===== src/source/nebula_pkg.sv =====
// Shared widths, address map and state encodings for the user-area bus fabric
// Regions are 64 KiB, selected by the upper 16 address bits
package nebula_pkg;

    typedef logic [31:0] wb_addr_t; // Byte address
    typedef logic [31:0] wb_data_t;
    typedef logic [3:0]  wb_sel_t;  // One enable per byte lane

    localparam int NUM_IO = 38;

    typedef logic [NUM_IO-1:0] gpio_t; // One bit per I/O pin
    typedef logic [3:0]        owner_t; // Team index owning a pin

    localparam owner_t OWNER_NONE = 4'hf;

    // Address map
    localparam wb_addr_t SRAM_BASE   = 32'h3000_0000;
    localparam wb_addr_t GPIO_BASE   = 32'h3001_0000;
    localparam wb_addr_t REGION_MASK = 32'hffff_0000;

    typedef enum logic [1:0] {
        tgt_sram,
        tgt_gpio,
        tgt_none // Unmapped, answered by the decoder itself
    } target_e;

    typedef enum logic {
        arb_idle,
        arb_busy
    } arb_state_e;

endpackage


===== src/source/wb_if.sv =====
// Wishbone classic bus, no clock inside; stb is held until a one-cycle ack
`timescale 1ns/1ps

interface wb_if;

    logic                 cyc;
    logic                 stb;
    logic                 we;
    nebula_pkg::wb_addr_t adr;
    nebula_pkg::wb_data_t dat_w; // Manager to subordinate
    nebula_pkg::wb_sel_t  sel;
    logic                 ack;
    nebula_pkg::wb_data_t dat_r; // Subordinate to manager

    modport manager (
        output cyc, stb, we, adr, dat_w, sel,
        input  ack, dat_r
    );

    modport subordinate (
        input  cyc, stb, we, adr, dat_w, sel,
        output ack, dat_r
    );

endinterface


===== src/source/wb_decoder.sv =====
// Region decoder for the shared bus; SRAM and GPIO paths are combinational
// Addresses outside both regions ack one cycle after strobe and read zero
`timescale 1ns/1ps

module wb_decoder (
    input  logic      wb_clk_i,
    input  logic      rst_i,
    wb_if.subordinate bus,
    wb_if.manager     sram,
    wb_if.manager     gpio
);

    nebula_pkg::target_e  tgt;
    nebula_pkg::wb_addr_t region;
    logic                 none_ack_q;

    assign region = bus.adr & nebula_pkg::REGION_MASK;

    always_comb begin
        if (region == nebula_pkg::SRAM_BASE) begin
            tgt = nebula_pkg::tgt_sram;
        end else if (region == nebula_pkg::GPIO_BASE) begin
            tgt = nebula_pkg::tgt_gpio;
        end else begin
            tgt = nebula_pkg::tgt_none;
        end
    end

    // Only the selected target sees cyc and stb
    assign sram.cyc   = bus.cyc && (tgt == nebula_pkg::tgt_sram);
    assign sram.stb   = bus.stb && (tgt == nebula_pkg::tgt_sram);
    assign sram.we    = bus.we;
    assign sram.adr   = bus.adr;
    assign sram.dat_w = bus.dat_w;
    assign sram.sel   = bus.sel;

    assign gpio.cyc   = bus.cyc && (tgt == nebula_pkg::tgt_gpio);
    assign gpio.stb   = bus.stb && (tgt == nebula_pkg::tgt_gpio);
    assign gpio.we    = bus.we;
    assign gpio.adr   = bus.adr;
    assign gpio.dat_w = bus.dat_w;
    assign gpio.sel   = bus.sel;

    // Unmapped responder
    always_ff @(posedge wb_clk_i) begin
        if (rst_i) begin
            none_ack_q <= 1'b0;
        end else begin
            none_ack_q <= bus.cyc && bus.stb && (tgt == nebula_pkg::tgt_none) && !none_ack_q;
        end
    end

    always_comb begin
        case (tgt)
            nebula_pkg::tgt_sram: begin
                bus.ack   = sram.ack;
                bus.dat_r = sram.dat_r;
            end
            nebula_pkg::tgt_gpio: begin
                bus.ack   = gpio.ack;
                bus.dat_r = gpio.dat_r;
            end
            default: begin
                bus.ack   = none_ack_q;
                bus.dat_r = '0; // Unmapped reads return zero
            end
        endcase
    end

endmodule


===== src/flat_wrapper.sv =====
// flat-port wrapper written by rule: the top's interface ports become plain ports
module wb_decoder_flat 
  (wb_clk_i, rst_i, bus_cyc, bus_stb, bus_we, bus_adr, bus_dat_w, bus_sel, bus_ack, bus_dat_r, sram_cyc, sram_stb, sram_we, sram_adr, sram_dat_w, sram_sel, sram_ack, sram_dat_r, gpio_cyc, gpio_stb, gpio_we, gpio_adr, gpio_dat_w, gpio_sel, gpio_ack, gpio_dat_r);
  wb_if bus_i ();
  wb_if sram_i ();
  wb_if gpio_i ();
  input  logic wb_clk_i;
  input  logic rst_i;
  input wire logic [$bits(bus_i.cyc)-1:0] bus_cyc;
  input wire logic [$bits(bus_i.stb)-1:0] bus_stb;
  input wire logic [$bits(bus_i.we)-1:0] bus_we;
  input wire logic [$bits(bus_i.adr)-1:0] bus_adr;
  input wire logic [$bits(bus_i.dat_w)-1:0] bus_dat_w;
  input wire logic [$bits(bus_i.sel)-1:0] bus_sel;
  output wire logic [$bits(bus_i.ack)-1:0] bus_ack;
  output wire logic [$bits(bus_i.dat_r)-1:0] bus_dat_r;
  output wire logic [$bits(sram_i.cyc)-1:0] sram_cyc;
  output wire logic [$bits(sram_i.stb)-1:0] sram_stb;
  output wire logic [$bits(sram_i.we)-1:0] sram_we;
  output wire logic [$bits(sram_i.adr)-1:0] sram_adr;
  output wire logic [$bits(sram_i.dat_w)-1:0] sram_dat_w;
  output wire logic [$bits(sram_i.sel)-1:0] sram_sel;
  input wire logic [$bits(sram_i.ack)-1:0] sram_ack;
  input wire logic [$bits(sram_i.dat_r)-1:0] sram_dat_r;
  output wire logic [$bits(gpio_i.cyc)-1:0] gpio_cyc;
  output wire logic [$bits(gpio_i.stb)-1:0] gpio_stb;
  output wire logic [$bits(gpio_i.we)-1:0] gpio_we;
  output wire logic [$bits(gpio_i.adr)-1:0] gpio_adr;
  output wire logic [$bits(gpio_i.dat_w)-1:0] gpio_dat_w;
  output wire logic [$bits(gpio_i.sel)-1:0] gpio_sel;
  input wire logic [$bits(gpio_i.ack)-1:0] gpio_ack;
  input wire logic [$bits(gpio_i.dat_r)-1:0] gpio_dat_r;
  assign bus_i.cyc = bus_cyc;
  assign bus_i.stb = bus_stb;
  assign bus_i.we = bus_we;
  assign bus_i.adr = bus_adr;
  assign bus_i.dat_w = bus_dat_w;
  assign bus_i.sel = bus_sel;
  assign bus_ack = bus_i.ack;
  assign bus_dat_r = bus_i.dat_r;
  assign sram_cyc = sram_i.cyc;
  assign sram_stb = sram_i.stb;
  assign sram_we = sram_i.we;
  assign sram_adr = sram_i.adr;
  assign sram_dat_w = sram_i.dat_w;
  assign sram_sel = sram_i.sel;
  assign sram_i.ack = sram_ack;
  assign sram_i.dat_r = sram_dat_r;
  assign gpio_cyc = gpio_i.cyc;
  assign gpio_stb = gpio_i.stb;
  assign gpio_we = gpio_i.we;
  assign gpio_adr = gpio_i.adr;
  assign gpio_dat_w = gpio_i.dat_w;
  assign gpio_sel = gpio_i.sel;
  assign gpio_i.ack = gpio_ack;
  assign gpio_i.dat_r = gpio_dat_r;
  wb_decoder u_core (.wb_clk_i(wb_clk_i), .rst_i(rst_i), .bus(bus_i), .sram(sram_i), .gpio(gpio_i));
endmodule

===== config.mk =====
export PLATFORM = sky130hd
export DESIGN_NAME = wb_decoder_flat
export DESIGN_NICKNAME = d
export VERILOG_FILES = /design/src/source/nebula_pkg.sv /design/src/source/wb_if.sv /design/src/source/wb_decoder.sv /design/src/flat_wrapper.sv
export SDC_FILE = /design/constraint.sdc
export NUM_CORES = 1
export LEC_CHECK = 0
export BUFFER_PORTS_ARGS = -buffer_cell sky130_fd_sc_hd__buf_4
export CORE_AREA = 4 4 120 122
export CTS_BUF_LIST = sky130_fd_sc_hd__clkbuf_2 sky130_fd_sc_hd__clkbuf_4 sky130_fd_sc_hd__clkbuf_8
export CTS_CLUSTER_DIAMETER = 60
export DETAILED_ROUTE_END_ITERATION = 16
export DIE_AREA = 0 0 124 126
export PLACE_DENSITY = 0.47
export SKIP_LAST_GASP = 1
export SYNTH_ARGS = -nofsm -noshare
export SYNTH_HDL_FRONTEND = slang
export SYNTH_SLANG_ARGS = --single-unit

===== constraint.sdc =====
create_clock -name wb_clk_i -period 1.7 [get_ports wb_clk_i]
set_clock_uncertainty 0.05 [all_clocks]
set_input_delay 0.17 -clock wb_clk_i [delete_from_list [all_inputs] [get_ports wb_clk_i]]
set_output_delay 0.17 -clock wb_clk_i [all_outputs]
set_load 0.02 [all_outputs]

Yosys cells after proc, flatten, opt, wreduce, memory -nomap -nowiden

Cells that the tools add are included.

Register bits: 1
Input port bits: 139
Output and inout bits: 175
Logic and storage cells: 18

Equal/unequal tests: 4
Multiplexer cells: 4
Reduce and logical (&&, ||, !) cells: 9

Operator list:

| cell                 | count |
|---|---|
| $pmux 32 s2          | 1 |
| $eq 16x14->1 const B | 2 |
| $logic_and 1x1->1    | 7 |
| $mux 2               | 2 |
| $eq 2x1->1 const B   | 1 |
| $eq 2x2->1 const B   | 1 |
| $logic_not 2->1      | 1 |
| $pmux 1 s2           | 1 |
| $logic_not 1->1      | 1 |

Longest topological paths before layout

Depth in word-level cells: 6
Depth in mapped cells: 5
Depth with buffers taken out: 3

Worst setup path before layout

Ideal clock, no wire load.

Path type: input -> output
Start: input port bus_adr[16]
End: output port gpio_cyc
Arrival: 1.208 ns
Path slack: 0.272 ns
Stages on the path: 4
Path through: buf_2 -> buf_2 -> inv_1 -> nor3_1

Cells in the longest elaborated chain, start to end: 5

RTL lines:

| what                  | RTL line           | RTL |
|---|---|---|
| start, declared       | flat_wrapper.sv:12 | `input wire logic [$bits(bus_i.adr)-1:0] bus_adr;` |
| $eq 16x14->1          | wb_decoder.sv:22   | `end else if (region == nebula_pkg::GPIO_BASE) begin` |
| $mux 2                | wb_decoder.sv:22   |  |
| $mux 2 (*)            | wb_decoder.sv:20   | `if (region == nebula_pkg::SRAM_BASE) begin` |
| $eq 2x1->1 (*)        | wb_decoder.sv:37   | `assign gpio.cyc = bus.cyc && (tgt == nebula_pkg::tgt_gpio);` |
| $logic_and 1x1->1 (*) | wb_decoder.sv:37   |  |
| end, declared         | flat_wrapper.sv:25 | `output wire logic [$bits(gpio_i.cyc)-1:0] gpio_cyc;` |

Every way passes the cells marked *; elsewhere a longest branch is shown, timed or not.

Worst setup path in the final report

Start: input port bus_adr[22]
End: output port bus_dat_r[31]

Cells in the longest elaborated chain, start to end: 5

RTL lines:

| what                                                 | RTL line           | RTL |
|---|---|---|
| $eq 16x14->1                                         | wb_decoder.sv:22   |  |
| $mux 2                                               | wb_decoder.sv:22   |  |
| $mux 2 (*)                                           | wb_decoder.sv:20   |  |
| $eq 2x1->1 / $logic_not 2->1 (equally long branches) | wb_decoder.sv:54   | `case (tgt)` |
| $pmux 32 s2 (*)                                      | wb_decoder.sv:54   |  |
| end, declared                                        | flat_wrapper.sv:16 | `output wire logic [$bits(bus_i.dat_r)-1:0] bus_dat_r;` |

Marked as above.

==> flow_summary.yaml <==
die:
  io_pins: 314
  die_area_um2: 15600
  start_util_pct: 14.6
  coreArea_um2: 13200
  die_h_um: 126
  die_w_um: 124
  rows: 42
setup_path:
  r2r_cells: 2
  crit_slowest_cell: "nor4_4"
  crit_buf_inv: 4
  worst_r2r_endpoint: "u_core.none_ack_q"
  crit_chain: "buf_4 -> nor4_4 -> nand4_1 -> buf_6 -> buf_12 -> nor2_1 -> buf_4"
  critical-path-top-delay-family: "buffers and inverters"
  worstReg2RegStart: "u_core.none_ack_q"
  worst_ep_arrival_time_ns: 1.37
  crit_type: "in2out"
  required_ns: 1.48
  slowest_delay_ns: 0.28
  worstPathMaxFanout: 19
  start_kind: "input port"
  crit_top_cell: "buf_4"
  rrSetupSlack_ns: 0.96
  end_kind: "primary output"
yosys:
  avgSynthCellArea_um2: 8.50
  ys_seq_elements: 1
  syn_nets: 366
  synth_cell_types: 15
  synthFlopType: "dfxtp_1"
  synth_warnings: 0
  synth_top_area_cell: "buf_4"
  synth_edf_count: 0
  synth_area_leaders: "buf_4 (54%), nor2_4 (18%), mux2i_1 (17%), buf_12 (3.1%), nor3_1 (1.3%)"
  synth_common_cells: "buf_4 (138), mux2i_1 (32), nor2_4 (30)"
  synthArstFlopShare_pct: 0
  ys_seq_area_share_pct: 1.04
  synth_area_um2: 1930
  synthCells: 227
  synth_most_common_cell: "buf_4"
  synth_top_area_share_pct: 53.7
routing:
  wl_um: 5610
  drtAntennaViolNets: 0
  viasPerCell: 3.17
  vias: 1323
  wire_per_inst_um: 13.5
  drc_errors: 0
  drt_iter0_drc: 12
  dr.pass1.iters: 4
grt:
  grtUsageMet3_pct: 0.987
  gr-usage-met1_pct: 6.17
  grt_usage_pct: 6.21
  antenna_found_initial: 0
  grt.busiest_layer: "met2"
  grt_pass1_wl_um: 7700
  overflow: 0
  grt_max_degree: 23
  first_global_vias: 1434
  use_met2_pct: 12.0
hold_path:
  min-delay-path-class: "in2out"
  min_from: "bus_dat_w[15]"
  holdPathEnd: "gpio_dat_w[15]"
  holdPathStages: 0
clock_tree:
  postCtsHoldBufs: 0
  ctsResizeCount: 0
  cts_setup_buffers: 0
  worstSkewPairLatency_ns: 0
placed_design:
  dpl.hpwl_um: 5130
  dpl_worst_slack_ns: 0.00495
  portBuffers: 154
  gp_congestion: 0.675
  placed_area_um2: 2270
power_and_ir_drop:
  finalPower_uw: 436
  vdd_ir_drop_max_mv: 0.0660
  power_leakage_nw: 1.10
  p_per_area_nw_per_um2: 191
finish:
  post-route-util_pct: 17.3
  largest_register: "u_core.none_ack_q"
  fin_area_um2: 2290
  drive_gt1_share_pct: 81.3
  reg.largest.list: "u_core.none_ack_q x1"
  syn2layout_area_growth_pct: 18.5
  diodes: 0
  largest_reg_flops: 1
  fill_cells: 1477
  nets: 382
timing:
  slew_headroom_pct: 70.2
  fin_crit_sh_pct: 93.4
  finalHoldViolCount: 0
  setup_slack_ns: 0.113
  tns_ns: 0
  report.final.slew_viol_count: 0
  rsz0062_at_grt: "true"
  tightest_slew_ns: 0.435
  max_freq_ghz: 0.630
  period_needed_ns: 1.59
  final-setup-viol-count: 0
flow_run:
  max-cap-violations: 0
status:
  status: "completed"
-- power by group --
group	switching (mW)	internal (mW)
clock network	0	0
logic	0.186	0.225
registers	0.000496	0.0249
-- how the worst max path moves through the flow --
stage	cells past startpoint	slack, ns	startpoint	to
floorplan	4	0.27	bus_adr[16]	gpio_cyc
global placement	6	-0.05	bus_adr[22]	gpio_stb
detailed placement	7	0.005	bus_adr[22]	bus_dat_r[31]
CTS	7	0.003	bus_adr[22]	bus_dat_r[31]
global route	7	-0.02	bus_adr[22]	bus_dat_r[1]
finish	7	0.11	bus_adr[22]	bus_dat_r[31]
-- cell families after synthesis --
group,Yosys count,share of synthesized area (%)
simple gates,43,22.2
buf+inv,149,59.0
flops,1,1.04
mux,34,17.8
-- placed cells by master, fill, tap and decap left out --
cell type / netlist / layout
mux2_2: 2 / 2
and4bb_2: 1 / 1
buf_4: 138 / 155
inv_1: 3 / 3
nor2_1: 3 / 3
buf_12: 3 / 4
buf_6: 1 / 1
dfxtp_1: 1 / 1
and4_2: 1 / 1
nor4_2: 2 / 1
nor3_1: 5 / 5
nor2_4: 30 / 30
nand4_1: 1 / 1
nor4_4: 0 / 1
mux2i_1: 32 / 32
-- final cells by class --
| cell class | instances | area, um2 | share of cell area [%] |
|---|---|---|---|
| Timing Repair Buffer | 160 | 1250 | 54.9 |
| Multi-Input combinational cell | 77 | 779 | 34.1 |
| Tap cell | 176 | 220 | 9.63 |
| Sequential cell | 1 | 20.0 | 0.876 |
| Inverter | 3 | 11.3 | 0.493 |
-- through the flow --
stage,std cells,hold WS (ns)
after floorplan,227,0.321
after global placement,417,0.290
after detailed placement,417,0.290
after CTS,417,0.290
after global routing,417,0.290
final,417,0.290
-- layer usage --
metal | vias to the layer above | part of all wire, %
met4 | 0 | 5.6
met1 | 583 | 30
met5 | - | 0
li1 | 613 | -
met3 | 42 | 10
met2 | 85 | 54
Power figures use the tool's default switching activity.
