$ cat src/source/nebula_pkg.sv
// Shared widths, address map and state encodings for the user-area bus fabric
// Regions are 64 KiB, selected by the upper 16 address bits
package nebula_pkg;

    typedef logic [31:0] wb_addr_t; // Byte address
    typedef logic [31:0] wb_data_t;
    typedef logic [3:0]  wb_sel_t;  // One enable per byte lane

    localparam int NUM_IO = 38;

    typedef logic [NUM_IO-1:0] gpio_t; // One bit per I/O pin
    typedef logic [3:0]        owner_t; // Team index owning a pin

    localparam owner_t OWNER_NONE = 4'hf;

    // Address map
    localparam wb_addr_t SRAM_BASE   = 32'h3000_0000;
    localparam wb_addr_t GPIO_BASE   = 32'h3001_0000;
    localparam wb_addr_t REGION_MASK = 32'hffff_0000;

    typedef enum logic [1:0] {
        tgt_sram,
        tgt_gpio,
        tgt_none // Unmapped, answered by the decoder itself
    } target_e;

    typedef enum logic {
        arb_idle,
        arb_busy
    } arb_state_e;

endpackage

$ cat src/source/wb_if.sv
// Wishbone classic bus, no clock inside; stb is held until a one-cycle ack
`timescale 1ns/1ps

interface wb_if;

    logic                 cyc;
    logic                 stb;
    logic                 we;
    nebula_pkg::wb_addr_t adr;
    nebula_pkg::wb_data_t dat_w; // Manager to subordinate
    nebula_pkg::wb_sel_t  sel;
    logic                 ack;
    nebula_pkg::wb_data_t dat_r; // Subordinate to manager

    modport manager (
        output cyc, stb, we, adr, dat_w, sel,
        input  ack, dat_r
    );

    modport subordinate (
        input  cyc, stb, we, adr, dat_w, sel,
        output ack, dat_r
    );

endinterface

$ cat src/source/gpio_control.sv
// Pin ownership registers, nibble p%8 of word p/8 names the team driving pin p
// An owner at or above NUM_TEAMS leaves the pin as an undriven input
`timescale 1ns/1ps

module gpio_control #(
    parameter int NUM_TEAMS = 4
) (
    input  logic              wb_clk_i,
    input  logic              rst_i,
    wb_if.subordinate         bus,
    input  nebula_pkg::gpio_t team_gpio_out_i [NUM_TEAMS],
    input  nebula_pkg::gpio_t team_gpio_oeb_i [NUM_TEAMS],
    output nebula_pkg::gpio_t io_out_o,
    output nebula_pkg::gpio_t io_oeb_o
);

    localparam int NUM_WORDS = (nebula_pkg::NUM_IO + 7) / 8;

    nebula_pkg::wb_data_t owner_q [NUM_WORDS];
    nebula_pkg::wb_data_t rd_q;
    logic [2:0]           word_sel;
    logic                 word_ok;
    logic                 ack_q;
    logic                 access;

    assign word_sel = bus.adr[4:2];
    assign word_ok  = (bus.adr[15:5] == '0) && (int'(word_sel) < NUM_WORDS);
    assign access   = bus.cyc && bus.stb && !ack_q;

    always_ff @(posedge wb_clk_i) begin
        if (rst_i) begin
            ack_q <= 1'b0;
            for (int w = 0; w < NUM_WORDS; w++) begin
                owner_q[w] <= {8{nebula_pkg::OWNER_NONE}}; // No pin owned
            end
        end else begin
            ack_q <= access;
            if (access && bus.we && word_ok) begin
                for (int b = 0; b < 4; b++) begin
                    if (bus.sel[b]) owner_q[word_sel][8*b +: 8] <= bus.dat_w[8*b +: 8];
                end
            end
        end
    end

    // Offsets past the owner words read as zero
    always_ff @(posedge wb_clk_i) begin
        if (access) rd_q <= word_ok ? owner_q[word_sel] : '0;
    end

    assign bus.ack   = ack_q;
    assign bus.dat_r = rd_q;

    // Per-pin output mux
    always_comb begin
        nebula_pkg::owner_t own;
        io_out_o = '0;
        io_oeb_o = '1;
        for (int p = 0; p < nebula_pkg::NUM_IO; p++) begin
            own = owner_q[p / 8][(p % 8) * 4 +: 4];
            for (int t = 0; t < NUM_TEAMS; t++) begin
                if (own == nebula_pkg::owner_t'(t)) begin
                    io_out_o[p] = team_gpio_out_i[t][p];
                    io_oeb_o[p] = team_gpio_oeb_i[t][p]; // Active low enable
                end
            end
        end
    end

endmodule

$ cat src/flat_wrapper.sv
// flat-port wrapper written by rule: the top's interface ports become plain ports
module gpio_control_flat 
#(
    parameter int NUM_TEAMS = 4
)
  (wb_clk_i, rst_i, team_gpio_out_i, team_gpio_oeb_i, io_out_o, io_oeb_o, bus_cyc, bus_stb, bus_we, bus_adr, bus_dat_w, bus_sel, bus_ack, bus_dat_r);
  wb_if bus_i ();
  input  logic wb_clk_i;
  input  logic rst_i;
  input  nebula_pkg::gpio_t team_gpio_out_i[NUM_TEAMS];
  input  nebula_pkg::gpio_t team_gpio_oeb_i[NUM_TEAMS];
  output nebula_pkg::gpio_t io_out_o;
  output nebula_pkg::gpio_t io_oeb_o;
  input wire logic [$bits(bus_i.cyc)-1:0] bus_cyc;
  input wire logic [$bits(bus_i.stb)-1:0] bus_stb;
  input wire logic [$bits(bus_i.we)-1:0] bus_we;
  input wire logic [$bits(bus_i.adr)-1:0] bus_adr;
  input wire logic [$bits(bus_i.dat_w)-1:0] bus_dat_w;
  input wire logic [$bits(bus_i.sel)-1:0] bus_sel;
  output wire logic [$bits(bus_i.ack)-1:0] bus_ack;
  output wire logic [$bits(bus_i.dat_r)-1:0] bus_dat_r;
  assign bus_i.cyc = bus_cyc;
  assign bus_i.stb = bus_stb;
  assign bus_i.we = bus_we;
  assign bus_i.adr = bus_adr;
  assign bus_i.dat_w = bus_dat_w;
  assign bus_i.sel = bus_sel;
  assign bus_ack = bus_i.ack;
  assign bus_dat_r = bus_i.dat_r;
  gpio_control #(.NUM_TEAMS(NUM_TEAMS)) u_core (.wb_clk_i(wb_clk_i), .rst_i(rst_i), .bus(bus_i), .team_gpio_out_i(team_gpio_out_i), .team_gpio_oeb_i(team_gpio_oeb_i), .io_out_o(io_out_o), .io_oeb_o(io_oeb_o));
endmodule
$ cat config.mk
export PLATFORM = sky130hd
export DESIGN_NAME = gpio_control_flat
export DESIGN_NICKNAME = d
export VERILOG_FILES = /design/src/source/nebula_pkg.sv /design/src/source/wb_if.sv /design/src/source/gpio_control.sv /design/src/flat_wrapper.sv
export SDC_FILE = /design/constraint.sdc
export NUM_CORES = 1
export LEC_CHECK = 0
export ABC_AREA = 1
export BUFFER_PORTS_ARGS = -buffer_cell sky130_fd_sc_hd__buf_2
export CORE_MARGIN = 1
export CORE_UTILIZATION = 40
export DETAILED_ROUTE_END_ITERATION = 8
export GPL_TIMING_DRIVEN = 1
export HOLD_SLACK_MARGIN = 0.03
export PLACE_DENSITY = 0.7
export SETUP_SLACK_MARGIN = 0.5
export SLEW_MARGIN = 25
export SYNTH_ARGS = -nofsm -noshare
export SYNTH_HDL_FRONTEND = slang
export SYNTH_SLANG_ARGS = --single-unit
$ cat constraint.sdc
create_clock -name wb_clk_i -period 5.6 [get_ports wb_clk_i]
set_input_delay 0.28 -clock wb_clk_i [delete_from_list [all_inputs] [get_ports wb_clk_i]]
set_output_delay 0.28 -clock wb_clk_i [all_outputs]
set_load 0.01 [all_outputs]
Word level (Yosys, flattened, before mapping)
Memories as Yosys holds them, arrays and structs flattened. A register that Yosys moved wholly into a read port is not among the register bits.
Index checks and enable logic that the tools add are counted.
{ "totals": {"regBits": 1, "ram_bits": 160, "input_bits": 377, "out_inout_bits": 109, "word_cells": 489, "mem_count": 1} }
{ "memory_table": {"columns": ["memory", "words", "word_bits", "read_ports", "rd_clocked_by_memory_dff", "write_ports", "line_no", "text"], "rows": [
  ["u_core.owner_q", 5, 32, 6, 1, 5, "gpio_control.sv:19", "nebula_pkg::wb_data_t owner_q [NUM_WORDS];"]
]} }
{ "op_classes": {"order_cmp": 1, "n_eq_ne": 114, "n_mux": 325, "n_reduce_logical": 47} }
{ "op_table": {"columns": ["operator", "n"], "rows": [
  ["$mux W1", 322],
  ["$eq A4 B2 Y1 const B", 76],
  ["$eq A4 B1 Y1 const B", 38],
  ["$logic_not A4 Y1", 38],
  ["$mux W32", 1],
  ["$reduce_or A32 Y1", 1],
  ["$logic_not A11 Y1", 1],
  ["$logic_and A1 B1 Y1", 5],
  ["$mux W4", 1],
  ["$lt A3 B3 Y1 const B", 1],
  ["$mux W3", 1],
  ["$logic_not A1 Y1", 2]
]} }

Longest topological paths before layout
Gate-level depths: netlist of run 1.
{ "logic_depth": {"word_depth": 9, "ltp_mapped": 9, "ltp_nobuf": 7} }

Least setup slack after synthesis of run 1
No wires, ideal clock.
{ "synth_timing": {"path_type": "register to register", "start": "register u_core.ack_q, in the netlist u_core.bus.ack", "end": "memory u_core.owner_q[0][0] in the netlist's numbering, enable pin", "setup_time_ns": 0.329, "arrival_time_ns": 3.775, "required_ns": 5.271, "setup_slack_ns": 1.496, "stages_incl_launch_ff": 7, "n_path_buf": 1, "period_less_slack_ns": 4.104, "cell_sequence": "dfxtp_1 -> nor3_1 -> nand2_1 -> nor2_4 -> buf_2 -> nand3_1 -> nand2_1"} }
{ "synth_rtl": {"columns": ["item", "line_no", "text"], "rows": [
  ["start, declared", "gpio_control.sv:23", "logic ack_q;"],
  ["start signal, assigned", "gpio_control.sv:37", "ack_q <= access;"],
  ["end, declared", "gpio_control.sv:19", null]
]} }

==> results.sh, run 1 <==
export IMPL_status="finished, final reports clean"
export IMPL_synth_compound_area_share=0.0813
export IMPL_grt_ovfl_total=0
export IMPL_worst_r2r_setup_slack_ps=2490
export IMPL_first_global_vias=13700
export IMPL_antenna_found_initial=4
export IMPL_cts_root_buf="clkbuf_16"
export IMPL_start_util=0.405
export IMPL_r2r_end="u_core.owner_q[1][31]"
export IMPL_cts_sinks=257
export IMPL_yosysUniqueCellTypes=29
export IMPL_min_delay_start="bus_sel[2]"
export IMPL_final_cell_mix="buf_2, nand2_1, edfxtp_1, nor2_1, nand4_1"
export IMPL_place_area_um2=17400
export IMPL_crit_arrival_ps=3310
export IMPL_worstHoldPathType="primary input to register"
export IMPL_syn2layout_area_growth_pct=30.0
export IMPL_clk_pin_slew_worst_paths_ps=60
export IMPL_setup_violations=0
export IMPL_yosys_warnings=0
export IMPL_layout_commonest_cell="buf_2"
export IMPL_port_buffers=467
export IMPL_vias_per_cell=5.42
export IMPL_utilization=0.527
export IMPL_holdPathStages=4
export IMPL_finalInstanceArea_um2=18700
export IMPL_cts_tree="done"
export IMPL_die_x_um=192
export IMPL_num_rows=69
export IMPL_startpoint_type="register"
export IMPL_finalWirelength_mm=48.3
export IMPL_synth_top_family_by_area="simple AND/OR/NAND/NOR gates"
export IMPL_p_leak_uw=0.00784
export IMPL_gp_congestion=0.831
export IMPL_wire_per_inst_um=17.8
export IMPL_core_area_um2=35500
export IMPL_die_h_um=192
export IMPL_fin_skew_ps=11.5
export IMPL_ys_seq_area_frac=0.536
export IMPL_setup_tns_ps=0
export IMPL_ant_nets=0
export IMPL_pwr_density_cell_nw_per_um2=241
export IMPL_synthMuxAreaShare=0
export IMPL_ys_ff_latch=257
export IMPL_synthAdderAreaFrac=0
export IMPL_synth_cells=1683
export IMPL_drive_gt1_frac=0.248
export IMPL_grt_pass1_wl_mm=72.1
export IMPL_h_tree_depth=1
export IMPL_netlist_area_um2=14400
export IMPL_min_to="u_core.owner_q[2][21]"
export IMPL_hpwl_mm=34.3
export IMPL_slew_headroom=0.378
export IMPL_track_usage=0.255
export IMPL_critPathKind="register to register"
export IMPL_syn_avg_cell_area_um2=8.55
export IMPL_drt_initial_drc_count=1191
export IMPL_worst_slew_pin_slew_ps=934
export IMPL_io_pins=486
export IMPL_rsz0062_at_grt="false"
export IMPL_required_ps=5790
export IMPL_grt_max_degree=91
export IMPL_fmax_ghz=0.321
export IMPL_synthSimpleGateAreaFrac=0.306
export IMPL_vias=14700
export IMPL_dieArea_um2=36700
export IMPL_worstSetupEndpointType="register"
export IMPL_maxCapViolations=0
export IMPL_slew_violations=0
export IMPL_r2r_cells=7
export IMPL_finalHoldViolCount=0
export IMPL_post_cts_resized=0
export IMPL_period_minus_slack_ps=3110
export IMPL_dr_pass1_iters=7
export IMPL_finalNetCount=2597
export IMPL_period_share=0.556
export IMPL_synth_xor_area_share=0
export IMPL_clk_latency_ps=550
export IMPL_rr_startpoint="u_core.bus.ack"
export IMPL_numCtsBuffers=29
export IMPL_drc_errors=0
export IMPL_cp_max_fo=90
export IMPL_clock_path_buffers=3
export IMPL_vdd_ir_drop_max_mv=0.207
## layout make-up
type	count	area (um2)
fill	3310	16800
sequential	257	7710
multi-input combinational	1232	5840
timing repair buffer	523	2940
clock buffer	31	733
inverter	177	664
tap	461	577
clock inverter	23	219
antenna	3	7.51
## synthesized netlist by cell type (all sizes together)
library cell / instances / area share
nor2: 232 / 0.061
dfxtp: 1 / 0.0014
or2: 4 / 0.0017
a31oi: 1 / 0.00044
o21ai: 63 / 0.022
nand2: 420 / 0.11
buf: 53 / 0.024
nand4: 207 / 0.090
nor4: 2 / 0.00087
inv: 177 / 0.046
o22ai: 8 / 0.0035
o2111ai: 36 / 0.022
nand3: 90 / 0.032
nand3b: 6 / 0.0031
clkbuf: 27 / 0.0070
o211ai: 33 / 0.017
edfxtp: 256 / 0.53
a21oi: 47 / 0.016
nor3b: 4 / 0.0021
conb: 1 / 0.00026
nor3: 15 / 0.0052
## what timing repair did
action,in CTS,in global routing
endpoints found under the hold margin,65,0
hold buffers,34,0
setup buffers,0,0
## worst max-delay path, cell delays in order (launching register included)
cell	delay, ps
dfxtp_1	330
nor3_2	160
buf_4	580
nand2_1	190
nor2_4	160
buf_4	720
nand3_1	140
nand2_1	410
## logic make-up after synthesis
kind of cell,Yosys count
buf+inv,257
compound gates,188
other cells,1
flops,257
simple gates,980
## registers in the layout, summed over array words and instances (netlist names)
| name | cells |
|---|---|
| u_core.bus.ack | 1 |
| u_core.owner_q | 224 |
| u_core.bus.dat_r | 32 |
## power breakdown
group          total, uW  leakage (uW)  internal, uW  switching, uW
clock network       1890      0.000450          1090            797
registers           2200       0.00218          2170           23.8
logic                416       0.00520           158            259
total               4500       0.00784          3420           1080
## stage by stage
stage / setup slack [ps] / hold WS, ps / cells / total power, uW
finish: 2490 / 235 / 2707 / 4500
global route: 2300 / 233 / 2707 / 4650
CTS: 2500 / 326 / 2703 / 4530
detailed placement: 2460 / 458 / 2615 / 2630
global placement: 2480 / 446 / 2611 / 2610
floorplan: 1500 / 379 / 1746 / 2390
## how the worst max path moves through the flow
stage / depth (start not counted) / startpoint / slack [ps] / end
3_3_place_gp: 9 / bus_stb / 2480 / u_core.owner_q[3][11]
2_1_floorplan: 6 / u_core.bus.ack / 1500 / u_core.owner_q[0][0]
5_1_grt: 7 / u_core.bus.ack / 2300 / u_core.owner_q[2][23]
3_5_place_dp: 9 / bus_stb / 2460 / u_core.owner_q[3][11]
6_report: 7 / u_core.bus.ack / 2490 / u_core.owner_q[1][31]
4_1_cts: 7 / u_core.bus.ack / 2500 / u_core.owner_q[3][11]
## layer usage
layer  global-route usage  vias to the layer above  share of wire
met2                0.438                      753           0.49
met1                0.332                     6860           0.41
li1                     -                     6978              -
met3               0.0395                       78          0.081
met5                    0                        -        0.00027
met4               0.0690                        2          0.019
Note: power is estimated with default switching activity, not from simulation.
==> inputs of run 2 (changes only) <==
- PLACE_DENSITY: 0.7 -> 0.72
- clock period: 5.6 -> 2.65 ns (I/O delays scaled with it)
==> results.sh, run 2 (same netlist as run 1, synthesis figures left out) <==
export IMPL_status="finished, final reports clean"
export IMPL_rsz0062_at_grt="false"
export IMPL_p_leak_uw=0.00791
export IMPL_io_pins=486
export IMPL_cts_root_buf="clkbuf_16"
export IMPL_power_frac_comb=0.093
export IMPL_h_tree_depth=1
export IMPL_seqPwrFrac=0.481
export IMPL_critPathMostFrequentCell="nand3_1"
export IMPL_antenna_found_initial=3
export IMPL_clk_pin_slew_worst_paths_ps=60
export IMPL_startpoint_type="register"
export IMPL_final_cell_mix="buf_2, nand2_1, edfxtp_1, nor2_1, nand4_1"
export IMPL_fin_skew_ps=8.18
export IMPL_grt_pass1_wl_mm=72.0
export IMPL_die_x_um=192
export IMPL_syn2layout_area_growth_pct=31.4
export IMPL_drive_gt1_frac=0.267
export IMPL_ant_nets=0
export IMPL_pwr_density_cell_nw_per_um2=511
export IMPL_dr_pass1_iters=6
export IMPL_wire_per_inst_um=17.9
export IMPL_vdd_ir_drop_max_mv=0.429
export IMPL_slew_headroom=0.451
export IMPL_worst_r2r_setup_slack_ps=670
export IMPL_numCtsBuffers=29
export IMPL_largest_register="u_core.owner_q"
export IMPL_clk_latency_ps=540
export IMPL_num_rows=69
export IMPL_maxCapViolations=0
export IMPL_drt_initial_drc_count=1218
export IMPL_vias_per_cell=5.40
export IMPL_holdPathStages=4
export IMPL_crit_slowest_cell="edfxtp_1"
export IMPL_finalWirelength_mm=48.7
export IMPL_slew_violations=0
export IMPL_drc_errors=0
export IMPL_core_area_um2=35500
export IMPL_track_usage=0.256
export IMPL_grt_ovfl_total=0
export IMPL_dp_slack_ps=531
export IMPL_setup_tns_ps=0
export IMPL_worstHoldPathType="primary input to register"
export IMPL_finalHoldViolCount=0
export IMPL_internal_power_uw=7410
export IMPL_finalNetCount=2611
export IMPL_gp_congestion=0.860
export IMPL_crit_cells=6
export IMPL_vias=14700
export IMPL_max_stage_delay_ps=400
export IMPL_rr_startpoint="u_core.bus.ack"
export IMPL_clock_path_buffers=3
export IMPL_clkPwrFrac=0.426
export IMPL_cts_tree="done"
export IMPL_first_global_vias=13900
export IMPL_place_area_um2=17500
export IMPL_period_share=0.777
export IMPL_r2r_cells=6
export IMPL_critPathKind="register to primary output"
export IMPL_die_h_um=192
export IMPL_setup_violations=0
export IMPL_finalInstanceArea_um2=18900
export IMPL_cts_sinks=257
export IMPL_worst_slew_pin_slew_ps=822
export IMPL_min_delay_start="bus_sel[1]"
export IMPL_min_to="u_core.owner_q[4][10]"
export IMPL_p_sw_frac=0.232
export IMPL_layout_commonest_cell="buf_2"
export IMPL_worstSetupEndpointType="primary output"
export IMPL_period_minus_slack_ps=2060
export IMPL_fmax_ghz=0.486
export IMPL_crit_arrival_ps=1930
export IMPL_path_buf_inv=1
export IMPL_worst_slack_ps=592
export IMPL_largest_reg_flops=224
export IMPL_crit_chain="nor2_2 -> nand3_1 -> or2_2 -> o211ai_1 -> nand3_1 -> buf_2"
export IMPL_required_ps=2520
export IMPL_dieArea_um2=36700
export IMPL_start_util=0.405
export IMPL_hpwl_mm=35.2
export IMPL_port_buffers=467
export IMPL_grt_max_degree=91
export IMPL_cp_max_fo=4
export IMPL_critical_path_top_delay_family="simple AND/OR/NAND/NOR gates"
export IMPL_r2r_end="u_core.owner_q[1][28]"
export IMPL_p_sw_uw=2240
## run 2: through the flow
step	std cells	total power, uW	hold WS (ps)	util
2_1_floorplan	1746	5060	231	-
3_3_place_gp	2630	5550	338	0.494
3_5_place_dp	2630	5570	339	0.494
4_1_cts	2717	9680	75.4	0.531
5_1_grt	2719	9940	114	0.532
6_report	2719	9650	97.8	0.532
## run 2: power groups by stage
stage                     sequential [uW]  clock, uW  combinational (uW)
after floorplan                      4720          0                 346
after CTS                            4640       4150                 890
after global placement               4720          0                 828
after global routing                 4650       4310                 980
final                                4640       4110                 898
after detailed placement             4730          0                 843
## run 2: worst max-delay path by stage
stage | startpoint | end | slack, ps
after floorplan | u_core.bus.ack | u_core.owner_q[0][0] | 440
after global placement | bus_adr[3] | u_core.owner_q[1][24] | 570
after detailed placement | bus_adr[3] | u_core.owner_q[1][24] | 530
after CTS | u_core.owner_q[4][22] | io_out_o[37] | 510
after global routing | u_core.owner_q[1][26] | io_out_o[14] | 510
final | u_core.owner_q[0][27] | io_oeb_o[6] | 590
## run 2: area by class of cell
type,instances,area [um2]
Antenna cell,2,5.00
Clock buffer,32,737
Clock inverter,21,225
Fill cell,3272,16600
Inverter,177,664
Multi-Input combinational cell,1232,5950
Sequential cell,257,7710
Tap cell,461,577
Timing Repair Buffer,537,3020
## run 2: metal layers
| layer | wire [um] | vias up | global-route usage |
|---|---|---|---|
| met5 | 13 | - | 0 |
| met4 | 1240 | 2 | 0.0803 |
| met1 | 19800 | 6938 | 0.324 |
| met3 | 3880 | 82 | 0.0387 |
| met2 | 23800 | 680 | 0.446 |
| li1 | - | 6978 | - |
## run 2: repair_timing
action	CTS	global route
setup buffers	0	0
gates resized for setup	1	16
endpoints found under the setup margin	1	25
hold buffers	34	0
endpoints found under the hold margin	203	0
## run 2: worst reg2reg max path, delay by kind of cell (launching register included)
| family | cells | cell delay (ps) |
|---|---|---|
| AND/OR/NAND/NOR | 5 | 1000 |
| flip-flops | 1 | 340 |
| buffers and inverters | 1 | 330 |
==> inputs of run 3 (changes only) <==
- clock period: 2.65 -> 1.75 ns (I/O delays scaled with it)
==> results.sh, run 3 (same netlist as run 1, synthesis figures left out) <==
export IMPL_rsz0062_at_grt="true"
export IMPL_io_pins=486
export IMPL_multi_input_area_um2=7860
export IMPL_holdPathStages=4
export IMPL_place_area_um2=17800
export IMPL_maxCapViolations=0
export IMPL_status="finished with violations"
export IMPL_min_to="u_core.owner_q[3][23]"
export IMPL_nFillCells=2718
export IMPL_worstHoldPathType="primary input to register"
export IMPL_dp_cells=2653
export IMPL_start_util=0.405
export IMPL_track_usage=0.290
export IMPL_finalHoldViolCount=0
export IMPL_gp_congestion=0.869
export IMPL_r2r_cells=10
export IMPL_first_global_vias=15200
export IMPL_pwr_density_cell_nw_per_um2=657
export IMPL_grt_ovfl_total=0
export IMPL_hpwl_mm=36.4
export IMPL_seq_area_um2=7710
export IMPL_crit_arrival_ps=1870
export IMPL_num_rows=69
export IMPL_critPathKind="register to primary output"
export IMPL_worst_r2r_setup_slack_ps=-70
export IMPL_clock_path_buffers=3
export IMPL_fin_skew_ps=10.7
export IMPL_final_cell_mix="buf_2, nand2_1, edfxtp_1, nand4_1, inv_1"
export IMPL_clk_latency_ps=550
export IMPL_worst_slew_pin_slew_ps=912
export IMPL_setup_violations=169
export IMPL_drive_gt1_frac=0.445
export IMPL_critPathMostFrequentCell="nor2_4"
export IMPL_slew_headroom=0.391
export IMPL_fmax_ghz=0.510
export IMPL_dr_pass1_iters=5
export IMPL_cp_max_fo=4
export IMPL_finalInstanceArea_um2=23200
export IMPL_grt_max_degree=35
export IMPL_vias=16400
export IMPL_wire_per_inst_um=19.8
export IMPL_total_power_uw=15200
export IMPL_period_share=1.12
export IMPL_port_buffers=467
export IMPL_vias_per_cell=5.63
export IMPL_finalNetCount=2800
export IMPL_die_h_um=192
export IMPL_slew_violations=0
export IMPL_violations="negative setup slack"
export IMPL_numCtsBuffers=29
export IMPL_crit_slowest_cell="edfxtp_1"
export IMPL_min_delay_start="bus_sel[2]"
export IMPL_max_stage_delay_ps=430
export IMPL_antenna_found_initial=3
export IMPL_largest_reg_flops=224
export IMPL_startpoint_type="register"
export IMPL_r2r_end="u_core.owner_q[4][16]"
export IMPL_die_x_um=192
export IMPL_rr_startpoint="u_core.bus.ack"
export IMPL_path_buf_inv=1
export IMPL_h_tree_depth=1
export IMPL_worstSetupEndpointType="primary output"
export IMPL_dieArea_um2=36700
export IMPL_clk_pin_slew_worst_paths_ps=60
export IMPL_crit_chain="nor2_4 -> nand2_4 -> nor2_4 -> nand2_1 -> o211ai_1 -> buf_2"
export IMPL_ant_nets=0
export IMPL_cts_tree="done"
export IMPL_grt_pass1_wl_mm=81.5
export IMPL_finalWirelength_mm=57.7
export IMPL_setup_tns_ps=-5870
export IMPL_period_minus_slack_ps=1960
export IMPL_required_ps=1660
export IMPL_vdd_ir_drop_max_mv=0.787
export IMPL_crit_cells=6
export IMPL_critical_path_top_delay_family="simple AND/OR/NAND/NOR gates"
export IMPL_worst_slack_ps=-210
export IMPL_largest_register="u_core.owner_q"
export IMPL_layout_commonest_cell="buf_2"
export IMPL_p_leak_uw=0.00932
export IMPL_drt_initial_drc_count=1370
export IMPL_cts_sinks=257
export IMPL_syn2layout_area_growth_pct=61.2
export IMPL_layoutNonFillerInstCount=2910
export IMPL_core_area_um2=35500
export IMPL_cts_root_buf="clkbuf_16"
export IMPL_drc_errors=0
==> run 3: repair_timing <==
item,CTS,global route
buffers inserted,76,67
resized for setup,373,242
endpoints found under the setup margin,430,451
pin swaps,139,184
endpoints found under the hold margin,220,0
gates cloned,21,1
hold buffers,35,0
==> run 3: how the worst max path moves through the flow <==
stage / startpoint / end / slack (ps)
6_report: u_core.owner_q[2][14] / io_oeb_o[19] / -210
5_1_grt: u_core.owner_q[1][15] / io_oeb_o[11] / -260
4_1_cts: u_core.owner_q[4][2] / io_oeb_o[32] / -150
3_5_place_dp: bus_adr[3] / u_core.owner_q[4][14] / -50
3_3_place_gp: bus_adr[4] / u_core.owner_q[3][24] / -20
2_1_floorplan: u_core.bus.ack / u_core.owner_q[0][0] / -460
==> run 3: report_power, final <==
| group | internal [uW] | total, uW | switching (uW) |
|---|---|---|---|
| Combinational | 671 | 1670 | 1000 |
| Sequential | 6950 | 7050 | 98.2 |
| Clock | 3920 | 6510 | 2600 |
==> run 3: final cells by class <==
cell class,instances,area share
well taps,461,0.0249
diodes,4,0.000432
inverters,177,0.0288
multi-input cells,1232,0.339
clock buffers,32,0.0318
flip-flops and latches,257,0.333
repair buffers,726,0.231
clock inverters,21,0.0114
==> run 3: tightest hold or removal path, cell delays in order <==
cell	delay, ps
buf_2	90
inv_1	80
nor2_4	110
nand4_1	110
==> run 3: stage by stage <==
stage | util | hold WS (ps) | setup WS (ps)
after floorplan | - | 186 | -464
after global placement | 0.501 | 291 | -17.4
after detailed placement | 0.501 | 295 | -52.1
final | 0.653 | 68.1 | -210
after CTS | 0.614 | 48.9 | -150
after global routing | 0.653 | 84.1 | -264
==> run 3: routing by layer <==
| layer | global-route usage | share of wire |
|---|---|---|
| met5 | 0 | 0 |
| met2 | 0.510 | 0.50 |
| met3 | 0.0453 | 0.085 |
| met1 | 0.359 | 0.38 |
| met4 | 0.103 | 0.033 |
